`config.mk`:
```
export PLATFORM = sky130hd
export DESIGN_NAME = csr_top
export DESIGN_NICKNAME = d
export VERILOG_FILES = /design/src/logic/csr_pkg.sv /design/src/logic/exc_pkg.sv /design/src/logic/exc_state.sv /design/src/logic/int_timer.sv /design/src/logic/csr_scratch.sv /design/src/logic/csr_read_mux.sv /design/src/logic/csr_top.sv
export SDC_FILE = /design/constraint.sdc
export NUM_CORES = 1
export LEC_CHECK = 0
export BUFFER_PORTS_ARGS = -buffer_cell sky130_fd_sc_hd__buf_2
export CORE_ASPECT_RATIO = 0.6
export CORE_MARGIN = 1.5
export CORE_UTILIZATION = 60
export DETAILED_ROUTE_END_ITERATION = 6
export PLACE_DENSITY_LB_ADDON = 0.2
export RECOVER_POWER = 50
export SLEW_MARGIN = 20
export SYNTH_ARGS = -nofsm -noshare
export SYNTH_HDL_FRONTEND = slang
export SYNTH_SLANG_ARGS = --single-unit
export TNS_END_PERCENT = 20
```
`constraint.sdc`:
```
create_clock -name clk -period 7.2 [get_ports clk]
set_input_delay 0.72 -clock clk [delete_from_list [all_inputs] [get_ports clk]]
set_output_delay 0.72 -clock clk [all_outputs]
set_load 0.01 [all_outputs]
```
`src/logic/csr_pkg.sv`:
```
package csr_pkg;

   localparam int CSR_NUM_W = 14;
   localparam int DATA_W    = 32;

   // Architectural register numbers
   localparam logic [CSR_NUM_W-1:0] CSR_CRMD   = 14'h000;
   localparam logic [CSR_NUM_W-1:0] CSR_PRMD   = 14'h001;
   localparam logic [CSR_NUM_W-1:0] CSR_ECFG   = 14'h004;
   localparam logic [CSR_NUM_W-1:0] CSR_ESTAT  = 14'h005;
   localparam logic [CSR_NUM_W-1:0] CSR_ERA    = 14'h006;
   localparam logic [CSR_NUM_W-1:0] CSR_BADV   = 14'h007;
   localparam logic [CSR_NUM_W-1:0] CSR_EENTRY = 14'h00c;
   localparam logic [CSR_NUM_W-1:0] CSR_SAVE0  = 14'h030;
   localparam logic [CSR_NUM_W-1:0] CSR_SAVE1  = 14'h031;
   localparam logic [CSR_NUM_W-1:0] CSR_SAVE2  = 14'h032;
   localparam logic [CSR_NUM_W-1:0] CSR_SAVE3  = 14'h033;
   localparam logic [CSR_NUM_W-1:0] CSR_TID    = 14'h040;
   localparam logic [CSR_NUM_W-1:0] CSR_TCFG   = 14'h041;
   localparam logic [CSR_NUM_W-1:0] CSR_TVAL   = 14'h042;
   localparam logic [CSR_NUM_W-1:0] CSR_TICLR  = 14'h044;

   // Bit 10 of LIE is reserved
   localparam logic [12:0] LIE_MASK = 13'h1bff;

   localparam logic [DATA_W-1:0] TIMER_IDLE = 32'hffff_ffff;
   localparam logic [DATA_W-1:0] CRMD_RESET = 32'h0000_0008;

   localparam int N_SAVE = 4;

   // Single bit fields
   localparam int TCFG_EN_BIT     = 0;
   localparam int TCFG_PERIOD_BIT = 1;
   localparam int TICLR_CLR_BIT   = 0;

   typedef struct packed {
      logic                 re;
      logic [CSR_NUM_W-1:0] num;
      logic                 we;
      logic [DATA_W-1:0]    wmask;
      logic [DATA_W-1:0]    wvalue;
   } csr_access_t;

   typedef struct packed {
      logic [1:0]        crmd_datm;
      logic [1:0]        crmd_datf;
      logic              crmd_pg;
      logic              crmd_da;
      logic              crmd_ie;
      logic [1:0]        crmd_plv;
      logic              prmd_pie;
      logic [1:0]        prmd_pplv;
      logic [DATA_W-1:0] era;
      logic [DATA_W-1:0] badv;
      logic [25:0]       eentry_va;
      logic [5:0]        ecode;
      logic [8:0]        esubcode;
   } exc_csrs_t;

   typedef struct packed {
      logic [12:0]       lie;
      logic [12:0]       is;
      logic [29:0]       tcfg_initval;
      logic              tcfg_periodic;
      logic              tcfg_en;
      logic [DATA_W-1:0] tval;
   } timer_csrs_t;

   function automatic logic [DATA_W-1:0] masked_merge(
      input logic [DATA_W-1:0] old_value,
      input logic [DATA_W-1:0] wvalue,
      input logic [DATA_W-1:0] wmask
   );
      return (wmask & wvalue) | (~wmask & old_value);
   endfunction

endpackage

```
`src/logic/exc_pkg.sv`:
```
package exc_pkg;

   // Address error codes
   localparam logic [5:0] ECODE_ADE = 6'h08;
   localparam logic [5:0] ECODE_ALE = 6'h09;

   // Fetch side ADE
   localparam logic [8:0] ESUB_ADEF = 9'd0;

   typedef struct packed {
      logic                       ex;
      logic                       ertn;
      logic [csr_pkg::DATA_W-1:0] pc;
      logic [csr_pkg::DATA_W-1:0] vaddr;
      logic [5:0]                 ecode;
      logic [8:0]                 esubcode;
   } exc_report_t;

endpackage

```
`src/logic/exc_state.sv`:
```
`timescale 1ns/100ps

module exc_state
   import csr_pkg::*, exc_pkg::*;
(
   input  logic              clk,
   input  logic              resetn,
   input  csr_access_t       csr_req,
   input  exc_report_t       exc,
   output logic              crmd_ie,
   output logic [DATA_W-1:0] ex_entry,
   output logic [DATA_W-1:0] era,
   output exc_csrs_t         state
);

   logic [1:0]        crmd_plv;
   logic              crmd_ie_q;
   logic              crmd_da;
   logic              crmd_pg;
   logic [1:0]        crmd_datf;
   logic [1:0]        crmd_datm;
   logic [1:0]        prmd_pplv;
   logic              prmd_pie;
   logic [DATA_W-1:0] era_pc;
   logic [25:0]       eentry_va;
   logic [DATA_W-1:0] badv_vaddr;
   logic [5:0]        estat_ecode;
   logic [8:0]        estat_esubcode;

   logic              wr_crmd;
   logic              wr_prmd;
   logic              wr_era;
   logic              wr_eentry;
   logic [DATA_W-1:0] crmd_new;
   logic [DATA_W-1:0] prmd_new;
   logic [DATA_W-1:0] eentry_new;
   logic              addr_err;
   logic              fetch_err;

   assign wr_crmd   = csr_req.we && csr_req.num == CSR_CRMD;
   assign wr_prmd   = csr_req.we && csr_req.num == CSR_PRMD;
   assign wr_era    = csr_req.we && csr_req.num == CSR_ERA;
   assign wr_eentry = csr_req.we && csr_req.num == CSR_EENTRY;

   assign crmd_new = masked_merge({23'd0, crmd_datm, crmd_datf, crmd_pg, crmd_da,
                                   crmd_ie_q, crmd_plv}, csr_req.wvalue, csr_req.wmask);
   assign prmd_new = masked_merge({29'd0, prmd_pie, prmd_pplv},
                                  csr_req.wvalue, csr_req.wmask);
   assign eentry_new = masked_merge({eentry_va, 6'd0}, csr_req.wvalue, csr_req.wmask);

   assign addr_err  = exc.ecode == ECODE_ADE || exc.ecode == ECODE_ALE;
   assign fetch_err = exc.ecode == ECODE_ADE && exc.esubcode == ESUB_ADEF;

   // Exception entry beats ertn, which beats software writes
   always_ff @(posedge clk) begin
      if (!resetn) begin
         {crmd_datm, crmd_datf, crmd_pg, crmd_da, crmd_ie_q, crmd_plv} <= CRMD_RESET[8:0];
         prmd_pplv <= 2'd0;
         prmd_pie  <= 1'b0;
      end else if (exc.ex) begin
         prmd_pplv <= crmd_plv;
         prmd_pie  <= crmd_ie_q;
         crmd_plv  <= 2'd0;
         crmd_ie_q <= 1'b0;
      end else if (exc.ertn) begin
         crmd_plv  <= prmd_pplv;
         crmd_ie_q <= prmd_pie;
      end else begin
         if (wr_crmd) begin
            {crmd_datm, crmd_datf, crmd_pg, crmd_da, crmd_ie_q, crmd_plv} <= crmd_new[8:0];
         end
         if (wr_prmd) begin
            {prmd_pie, prmd_pplv} <= prmd_new[2:0];
         end
      end
   end

   always_ff @(posedge clk) begin
      if (exc.ex) begin
         era_pc         <= exc.pc;
         estat_ecode    <= exc.ecode;
         estat_esubcode <= exc.esubcode;
      end else if (wr_era) begin
         era_pc <= masked_merge(era_pc, csr_req.wvalue, csr_req.wmask);
      end

      if (wr_eentry && !exc.ex && !exc.ertn) begin
         eentry_va <= eentry_new[31:6];
      end

      // Fetch faults report the PC itself
      if (exc.ex && addr_err) begin
         badv_vaddr <= fetch_err ? exc.pc : exc.vaddr;
      end
   end

   assign crmd_ie  = crmd_ie_q;
   assign ex_entry = {eentry_va, 6'd0};
   assign era      = era_pc;

   assign state = '{
      crmd_datm: crmd_datm,
      crmd_datf: crmd_datf,
      crmd_pg:   crmd_pg,
      crmd_da:   crmd_da,
      crmd_ie:   crmd_ie_q,
      crmd_plv:  crmd_plv,
      prmd_pie:  prmd_pie,
      prmd_pplv: prmd_pplv,
      era:       era_pc,
      badv:      badv_vaddr,
      eentry_va: eentry_va,
      ecode:     estat_ecode,
      esubcode:  estat_esubcode
   };

endmodule

```
`src/logic/int_timer.sv`:
```
`timescale 1ns/100ps

module int_timer
   import csr_pkg::*;
(
   input  logic        clk,
   input  logic        resetn,
   input  csr_access_t csr_req,
   input  logic [7:0]  hw_int,
   input  logic        ipi_int,
   input  logic        crmd_ie,
   output logic        has_int,
   output timer_csrs_t state
);

   logic [12:0]       ecfg_lie;
   logic [1:0]        is_sw;
   logic [7:0]        is_hw;
   logic              is_timer;
   logic              is_ipi;
   logic [12:0]       is_vec;
   logic              tcfg_en;
   logic              tcfg_periodic;
   logic [29:0]       tcfg_initval;
   logic [DATA_W-1:0] timer_cnt;

   logic              wr_ecfg;
   logic              wr_estat;
   logic              wr_tcfg;
   logic              wr_ticlr;
   logic [DATA_W-1:0] ecfg_new;
   logic [DATA_W-1:0] estat_new;
   logic [DATA_W-1:0] tcfg_new;
   logic [DATA_W-1:0] ticlr_new;

   assign wr_ecfg  = csr_req.we && csr_req.num == CSR_ECFG;
   assign wr_estat = csr_req.we && csr_req.num == CSR_ESTAT;
   assign wr_tcfg  = csr_req.we && csr_req.num == CSR_TCFG;
   assign wr_ticlr = csr_req.we && csr_req.num == CSR_TICLR;

   assign ecfg_new  = masked_merge({19'd0, ecfg_lie}, csr_req.wvalue, csr_req.wmask);
   assign estat_new = masked_merge({30'd0, is_sw}, csr_req.wvalue, csr_req.wmask);
   assign tcfg_new  = masked_merge({tcfg_initval, tcfg_periodic, tcfg_en},
                                   csr_req.wvalue, csr_req.wmask);
   // TICLR is write-one-to-clear and holds no state
   assign ticlr_new = masked_merge('0, csr_req.wvalue, csr_req.wmask);

   always_ff @(posedge clk) begin
      if (!resetn) begin
         ecfg_lie <= 13'd0;
      end else if (wr_ecfg) begin
         ecfg_lie <= ecfg_new[12:0] & LIE_MASK;
      end
   end

   always_ff @(posedge clk) begin
      if (!resetn) begin
         is_sw    <= 2'd0;
         is_hw    <= 8'd0;
         is_ipi   <= 1'b0;
         is_timer <= 1'b0;
      end else begin
         if (wr_estat) begin
            is_sw <= estat_new[1:0];
         end
         is_hw  <= hw_int;
         is_ipi <= ipi_int;
         // Expiry has priority over the clear
         if (timer_cnt == '0) begin
            is_timer <= 1'b1;
         end else if (wr_ticlr && ticlr_new[TICLR_CLR_BIT]) begin
            is_timer <= 1'b0;
         end
      end
   end

   always_ff @(posedge clk) begin
      if (!resetn) begin
         tcfg_en       <= 1'b0;
         tcfg_periodic <= 1'b0;
         tcfg_initval  <= 30'd0;
      end else if (wr_tcfg) begin
         tcfg_en       <= tcfg_new[TCFG_EN_BIT];
         tcfg_periodic <= tcfg_new[TCFG_PERIOD_BIT];
         tcfg_initval  <= tcfg_new[31:2];
      end
   end

   // One-shot mode runs past zero into the idle value and stops
   always_ff @(posedge clk) begin
      if (!resetn) begin
         timer_cnt <= TIMER_IDLE;
      end else if (wr_tcfg && tcfg_new[TCFG_EN_BIT]) begin
         timer_cnt <= {tcfg_new[31:2], 2'b00};
      end else if (tcfg_en && timer_cnt != TIMER_IDLE) begin
         if (timer_cnt == '0 && tcfg_periodic) begin
            timer_cnt <= {tcfg_initval, 2'b00};
         end else begin
            timer_cnt <= timer_cnt - 1'b1;
         end
      end
   end

   assign is_vec  = {is_ipi, is_timer, 1'b0, is_hw, is_sw};
   assign has_int = crmd_ie & (|(is_vec & ecfg_lie));

   assign state = '{
      lie:           ecfg_lie,
      is:            is_vec,
      tcfg_initval:  tcfg_initval,
      tcfg_periodic: tcfg_periodic,
      tcfg_en:       tcfg_en,
      tval:          timer_cnt
   };

endmodule

```
`src/logic/csr_scratch.sv`:
```
`timescale 1ns/100ps

module csr_scratch
   import csr_pkg::*;
(
   input  logic                          clk,
   input  logic                          resetn,
   input  csr_access_t                   csr_req,
   input  logic [DATA_W-1:0]             coreid,
   output logic [N_SAVE-1:0][DATA_W-1:0] save_words,
   output logic [DATA_W-1:0]             tid
);

   logic [N_SAVE-1:0][DATA_W-1:0] save_q;
   logic [DATA_W-1:0]             tid_q;

   // SAVE numbers are consecutive from SAVE0
   always_ff @(posedge clk) begin
      for (int i = 0; i < N_SAVE; i++) begin
         if (csr_req.we && csr_req.num == CSR_SAVE0 + CSR_NUM_W'(i)) begin
            save_q[i] <= masked_merge(save_q[i], csr_req.wvalue, csr_req.wmask);
         end
      end
   end

   always_ff @(posedge clk) begin
      if (!resetn) begin
         tid_q <= coreid;
      end else if (csr_req.we && csr_req.num == CSR_TID) begin
         tid_q <= masked_merge(tid_q, csr_req.wvalue, csr_req.wmask);
      end
   end

   assign save_words = save_q;
   assign tid        = tid_q;

endmodule

```
`src/logic/csr_read_mux.sv`:
```
`timescale 1ns/100ps

module csr_read_mux
   import csr_pkg::*;
(
   input  csr_access_t                   csr_req,
   input  exc_csrs_t                     exc_st,
   input  timer_csrs_t                   tmr_st,
   input  logic [N_SAVE-1:0][DATA_W-1:0] save_words,
   input  logic [DATA_W-1:0]             tid,
   output logic [DATA_W-1:0]             csr_rvalue
);

   logic [DATA_W-1:0] crmd_word;
   logic [DATA_W-1:0] prmd_word;
   logic [DATA_W-1:0] ecfg_word;
   logic [DATA_W-1:0] estat_word;
   logic [DATA_W-1:0] eentry_word;
   logic [DATA_W-1:0] tcfg_word;

   assign crmd_word   = {23'd0, exc_st.crmd_datm, exc_st.crmd_datf, exc_st.crmd_pg,
                         exc_st.crmd_da, exc_st.crmd_ie, exc_st.crmd_plv};
   assign prmd_word   = {29'd0, exc_st.prmd_pie, exc_st.prmd_pplv};
   assign ecfg_word   = {19'd0, tmr_st.lie};
   // Codes from exc_state, pending bits from int_timer
   assign estat_word  = {1'b0, exc_st.esubcode, exc_st.ecode, 3'd0, tmr_st.is};
   assign eentry_word = {exc_st.eentry_va, 6'd0};
   assign tcfg_word   = {tmr_st.tcfg_initval, tmr_st.tcfg_periodic, tmr_st.tcfg_en};

   always_comb begin
      case (csr_req.num)
         CSR_CRMD:   csr_rvalue = crmd_word;
         CSR_PRMD:   csr_rvalue = prmd_word;
         CSR_ECFG:   csr_rvalue = ecfg_word;
         CSR_ESTAT:  csr_rvalue = estat_word;
         CSR_ERA:    csr_rvalue = exc_st.era;
         CSR_BADV:   csr_rvalue = exc_st.badv;
         CSR_EENTRY: csr_rvalue = eentry_word;
         CSR_SAVE0:  csr_rvalue = save_words[0];
         CSR_SAVE1:  csr_rvalue = save_words[1];
         CSR_SAVE2:  csr_rvalue = save_words[2];
         CSR_SAVE3:  csr_rvalue = save_words[3];
         CSR_TID:    csr_rvalue = tid;
         CSR_TCFG:   csr_rvalue = tcfg_word;
         CSR_TVAL:   csr_rvalue = tmr_st.tval;
         CSR_TICLR:  csr_rvalue = '0;
         default:    csr_rvalue = '0;
      endcase
   end

endmodule

```
`src/logic/csr_top.sv`:
```
`timescale 1ns/100ps

module csr_top
   import csr_pkg::*, exc_pkg::*;
(
   input  logic              clk,
   input  logic              resetn,
   input  csr_access_t       csr_req,
   input  exc_report_t       exc,
   input  logic [7:0]        hw_int,
   input  logic              ipi_int,
   input  logic [DATA_W-1:0] coreid,
   output logic [DATA_W-1:0] csr_rvalue,
   output logic [DATA_W-1:0] ex_entry,
   output logic [DATA_W-1:0] era,
   output logic              has_int
);

   exc_csrs_t                        exc_st;
   timer_csrs_t                      tmr_st;
   logic                             crmd_ie;
   logic [N_SAVE-1:0][DATA_W-1:0]    save_words;
   logic [DATA_W-1:0]                tid;

   exc_state u_exc_state (
      .clk      (clk),
      .resetn   (resetn),
      .csr_req  (csr_req),
      .exc      (exc),
      .crmd_ie  (crmd_ie),
      .ex_entry (ex_entry),
      .era      (era),
      .state    (exc_st)
   );

   int_timer u_int_timer (
      .clk     (clk),
      .resetn  (resetn),
      .csr_req (csr_req),
      .hw_int  (hw_int),
      .ipi_int (ipi_int),
      .crmd_ie (crmd_ie),
      .has_int (has_int),
      .state   (tmr_st)
   );

   csr_scratch u_csr_scratch (
      .clk        (clk),
      .resetn     (resetn),
      .csr_req    (csr_req),
      .coreid     (coreid),
      .save_words (save_words),
      .tid        (tid)
   );

   csr_read_mux u_csr_read_mux (
      .csr_req    (csr_req),
      .exc_st     (exc_st),
      .tmr_st     (tmr_st),
      .save_words (save_words),
      .tid        (tid),
      .csr_rvalue (csr_rvalue)
   );

endmodule

```
==> results.json <==
{
  "cts_tree": "done",
  "first_pass_iters": 6,
  "postPlaceCellArea_mm2": 0.0207,
  "r2r-start": "u_int_timer.timer_cnt[19]",
  "maxSlewHeadroom_pct": -152,
  "synth_top_area_share_pct": 40.7,
  "io_pins": 301,
  "synth_common_cells": "265 x edfxtp_1, 240 x nand2_1, 166 x clkbuf_1, 138 x and3_1, 100 x dfxtp_1",
  "grt_overflow_total": 0,
  "outcome": "finished, violations left",
  "synth_area_leaders": "edfxtp_1 41%, dfxtp_1 10%, nand2_1 4.6%",
  "yosysMostFrequentCell": "edfxtp_1",
  "initial_core_util_pct": 61.9,
  "ir_drop_v": 0.000152,
  "critPathRequiredTime_ns": 6.48,
  "synth_cells": 1944,
  "crit_type": "primary input to primary output",
  "crit_path_end_kind": "primary output",
  "violations": "max-capacitance violations, max-slew violations",
  "setup_tns_ns": 0,
  "post_drt_wl_per_cell_um": 27.1,
  "fin_area_mm2": 0.0217,
  "p_leak_nw": 8.64,
  "die_area_mm2": 0.0337,
  "synthToLayoutAreaGrowth_pct": 11.1,
  "dp_hpwl_mm": 45.1,
  "crit_path_max_fanout": 23,
  "fin_nets": 2263,
  "core_area_mm2": 0.0316,
  "power_mw": 4.55,
  "r2r_slack_ns": 3.75,
  "clk_latency_ns": 0.55,
  "rows": 50,
  "dp_slack_ns": 2.29,
  "maxCapViolCount": 5,
  "synth_edf_count": 265,
  "drcViolationCount": 0,
  "async_flop_share_pct": 0,
  "instances_no_fill": 2509,
  "clock_skew_ns": 0.00880,
  "period_share_pct": 75.4,
  "crit_arrival_ns": 4.71,
  "placed_cells": 2433,
  "drt_iter0_markers": 3050,
  "first_global_vias": 16000,
  "max_freq_mhz": 184,
  "port_buffers": 293,
  "hold_viol_final": 0,
  "htree_num_levels": 2,
  "finalWorstSetupSlack_ns": 1.77,
  "grt_max_degree": 96,
  "cts_inserted_buffers": 36,
  "via_per_inst": 6.94,
  "finish.utilization_pct": 68.7,
  "yosysTopAreaCell": "edfxtp_1",
  "root_buffer": "clkbuf_16",
  "yosys_warnings": 0,
  "grt_pass1_wl_mm": 100,
  "synth-seq-cells": 365,
  "netlist_area_mm2": 0.0195,
  "wirelength_mm": 68.1,
  "synth_seq_area_share_pct": 51.0,
  "antenna_left": 0,
  "worstSetupStartpoint": "csr_req[76]",
  "gp_congestion": 0.954,
  "hold_path_class": "primary input to register",
  "cts_setup_buffers": 0,
  "cts_buffer_depth": 3,
  "synth_top_flop_cell": "edfxtp_1",
  "setup_viol": 0,
  "worst_pin_slew_ns": 3.78,
  "hold_buffers": 0,
  "clkTransAtPathRegs_ns": 0.06,
  "die_width_um": 236,
  "rsz0062_at_grt": "no",
  "grt.total_usage_pct": 39.7,
  "antenna_found_initial": 9,
  "critPathLaunchType": "primary input",
  "post_cts_resized": 0,
  "post_synth.cell_area_avg_um2": 10.1,
  "drive_gt1_share_pct": 16.7,
  "slew_violations": 318,
  "dr_total_vias": 17400,
  "whs_ns": 0.364,
  "p_per_area_mw_per_mm2": 209,
  "post-route-min-period_ns": 5.43,
  "hold_start": "exc[6]",
  "die_h_um": 143,
  "cts_sinks": 365,
  "ys_types": 69
}
[metal layers]
layer	part of all wire, %	routed length (um)	vias to the layer above	global-route usage (%)
li1	-	-	7405	-
met1	40	27200	8395	58.2
met2	40	27500	1438	54.9
met3	17	11300	174	13.6
met4	3.0	2040	8	12.5
met5	0.073	50	-	0
[logic make-up (layout without fill, tap and decap cells)]
kind of cell             Yosys count  after routing  share of synthesized area, %
AO/OA/AOI/OAI                    447            447                          16.4
XOR/XNOR                          15             15                         0.672
adder cells (fa/ha/maj)            3              3                         0.192
buffers and inverters            297            432                          7.21
flip-flops                       365            365                          51.0
multiplexers                     105            105                          5.61
other                              1             15                        0.0192
AND/OR/NAND/NOR                  711            711                          18.9
[cell type report]
| cell class | instances | area [um2] |
|---|---|---|
| Sequential cell | 365 | 9960 |
| Fill cell | 2453 | 9890 |
| Multi-Input combinational cell | 1287 | 8310 |
| Timing Repair Buffer | 327 | 1590 |
| Clock buffer | 49 | 1040 |
| Tap cell | 416 | 520 |
| Inverter | 39 | 146 |
| Clock inverter | 17 | 115 |
| Antenna cell | 9 | 22.5 |
[worst max-delay path: stages]
cell and delay [ns]:
buf_2 0.09, nor4_1 0.87, nand2_1 0.23, clkbuf_1 0.71
nor3b_1 0.49, clkbuf_1 0.79, a222oi_1 0.33, nand2_1 0.19
nand4b_1 0.13, buf_2 0.14
[final timing paths]
| check | depth (start not counted) | end |
|---|---|---|
| worst max register to register | 6 | u_int_timer.timer_cnt[15] |
| worst min register to register | 2 | register |
| worst min-delay path | 1 | u_exc_state.estat_esubcode[6] |
| worst max-delay path | 10 | csr_rvalue[4] |
[power breakdown]
| group | internal (mW) | total (mW) | leakage, nW | switching, mW |
|---|---|---|---|---|
| Combinational | 0.103 | 0.307 | 4.82 | 0.204 |
| Clock | 1.05 | 1.91 | 0.577 | 0.851 |
| Sequential | 2.31 | 2.33 | 3.25 | 0.0278 |
| Total | 3.46 | 4.55 | 8.64 | 1.08 |
[placed cells by master, fill, tap and decap left out, types with 10 or more instances in the layout]
master,Yosys,layout
o211ai_1,13,13
o21ai_0,91,90
o22ai_1,10,10
nor4_1,18,17
a31oi_1,13,13
clkbuf_1,166,111
buf_2,9,189
buf_4,65,30
a21oi_1,42,42
xnor2_1,10,10
nand4_1,22,22
a32oi_1,11,11
nand2_1,240,240
mux2i_1,69,69
nor2_1,49,40
a221oi_1,18,18
a222oi_1,25,25
nor3_1,20,17
or4_1,10,10
edfxtp_1,265,265
dfxtp_1,100,100
nor2b_1,50,49
nand3_1,69,69
and3_1,138,138
clkbuf_16,0,37
a22o_1,33,33
and2_1,38,32
inv_1,39,39
a22oi_1,96,96
mux2_2,36,36
nand2b_1,18,18
a21o_1,35,35
(Power assumes the default switching activity.)
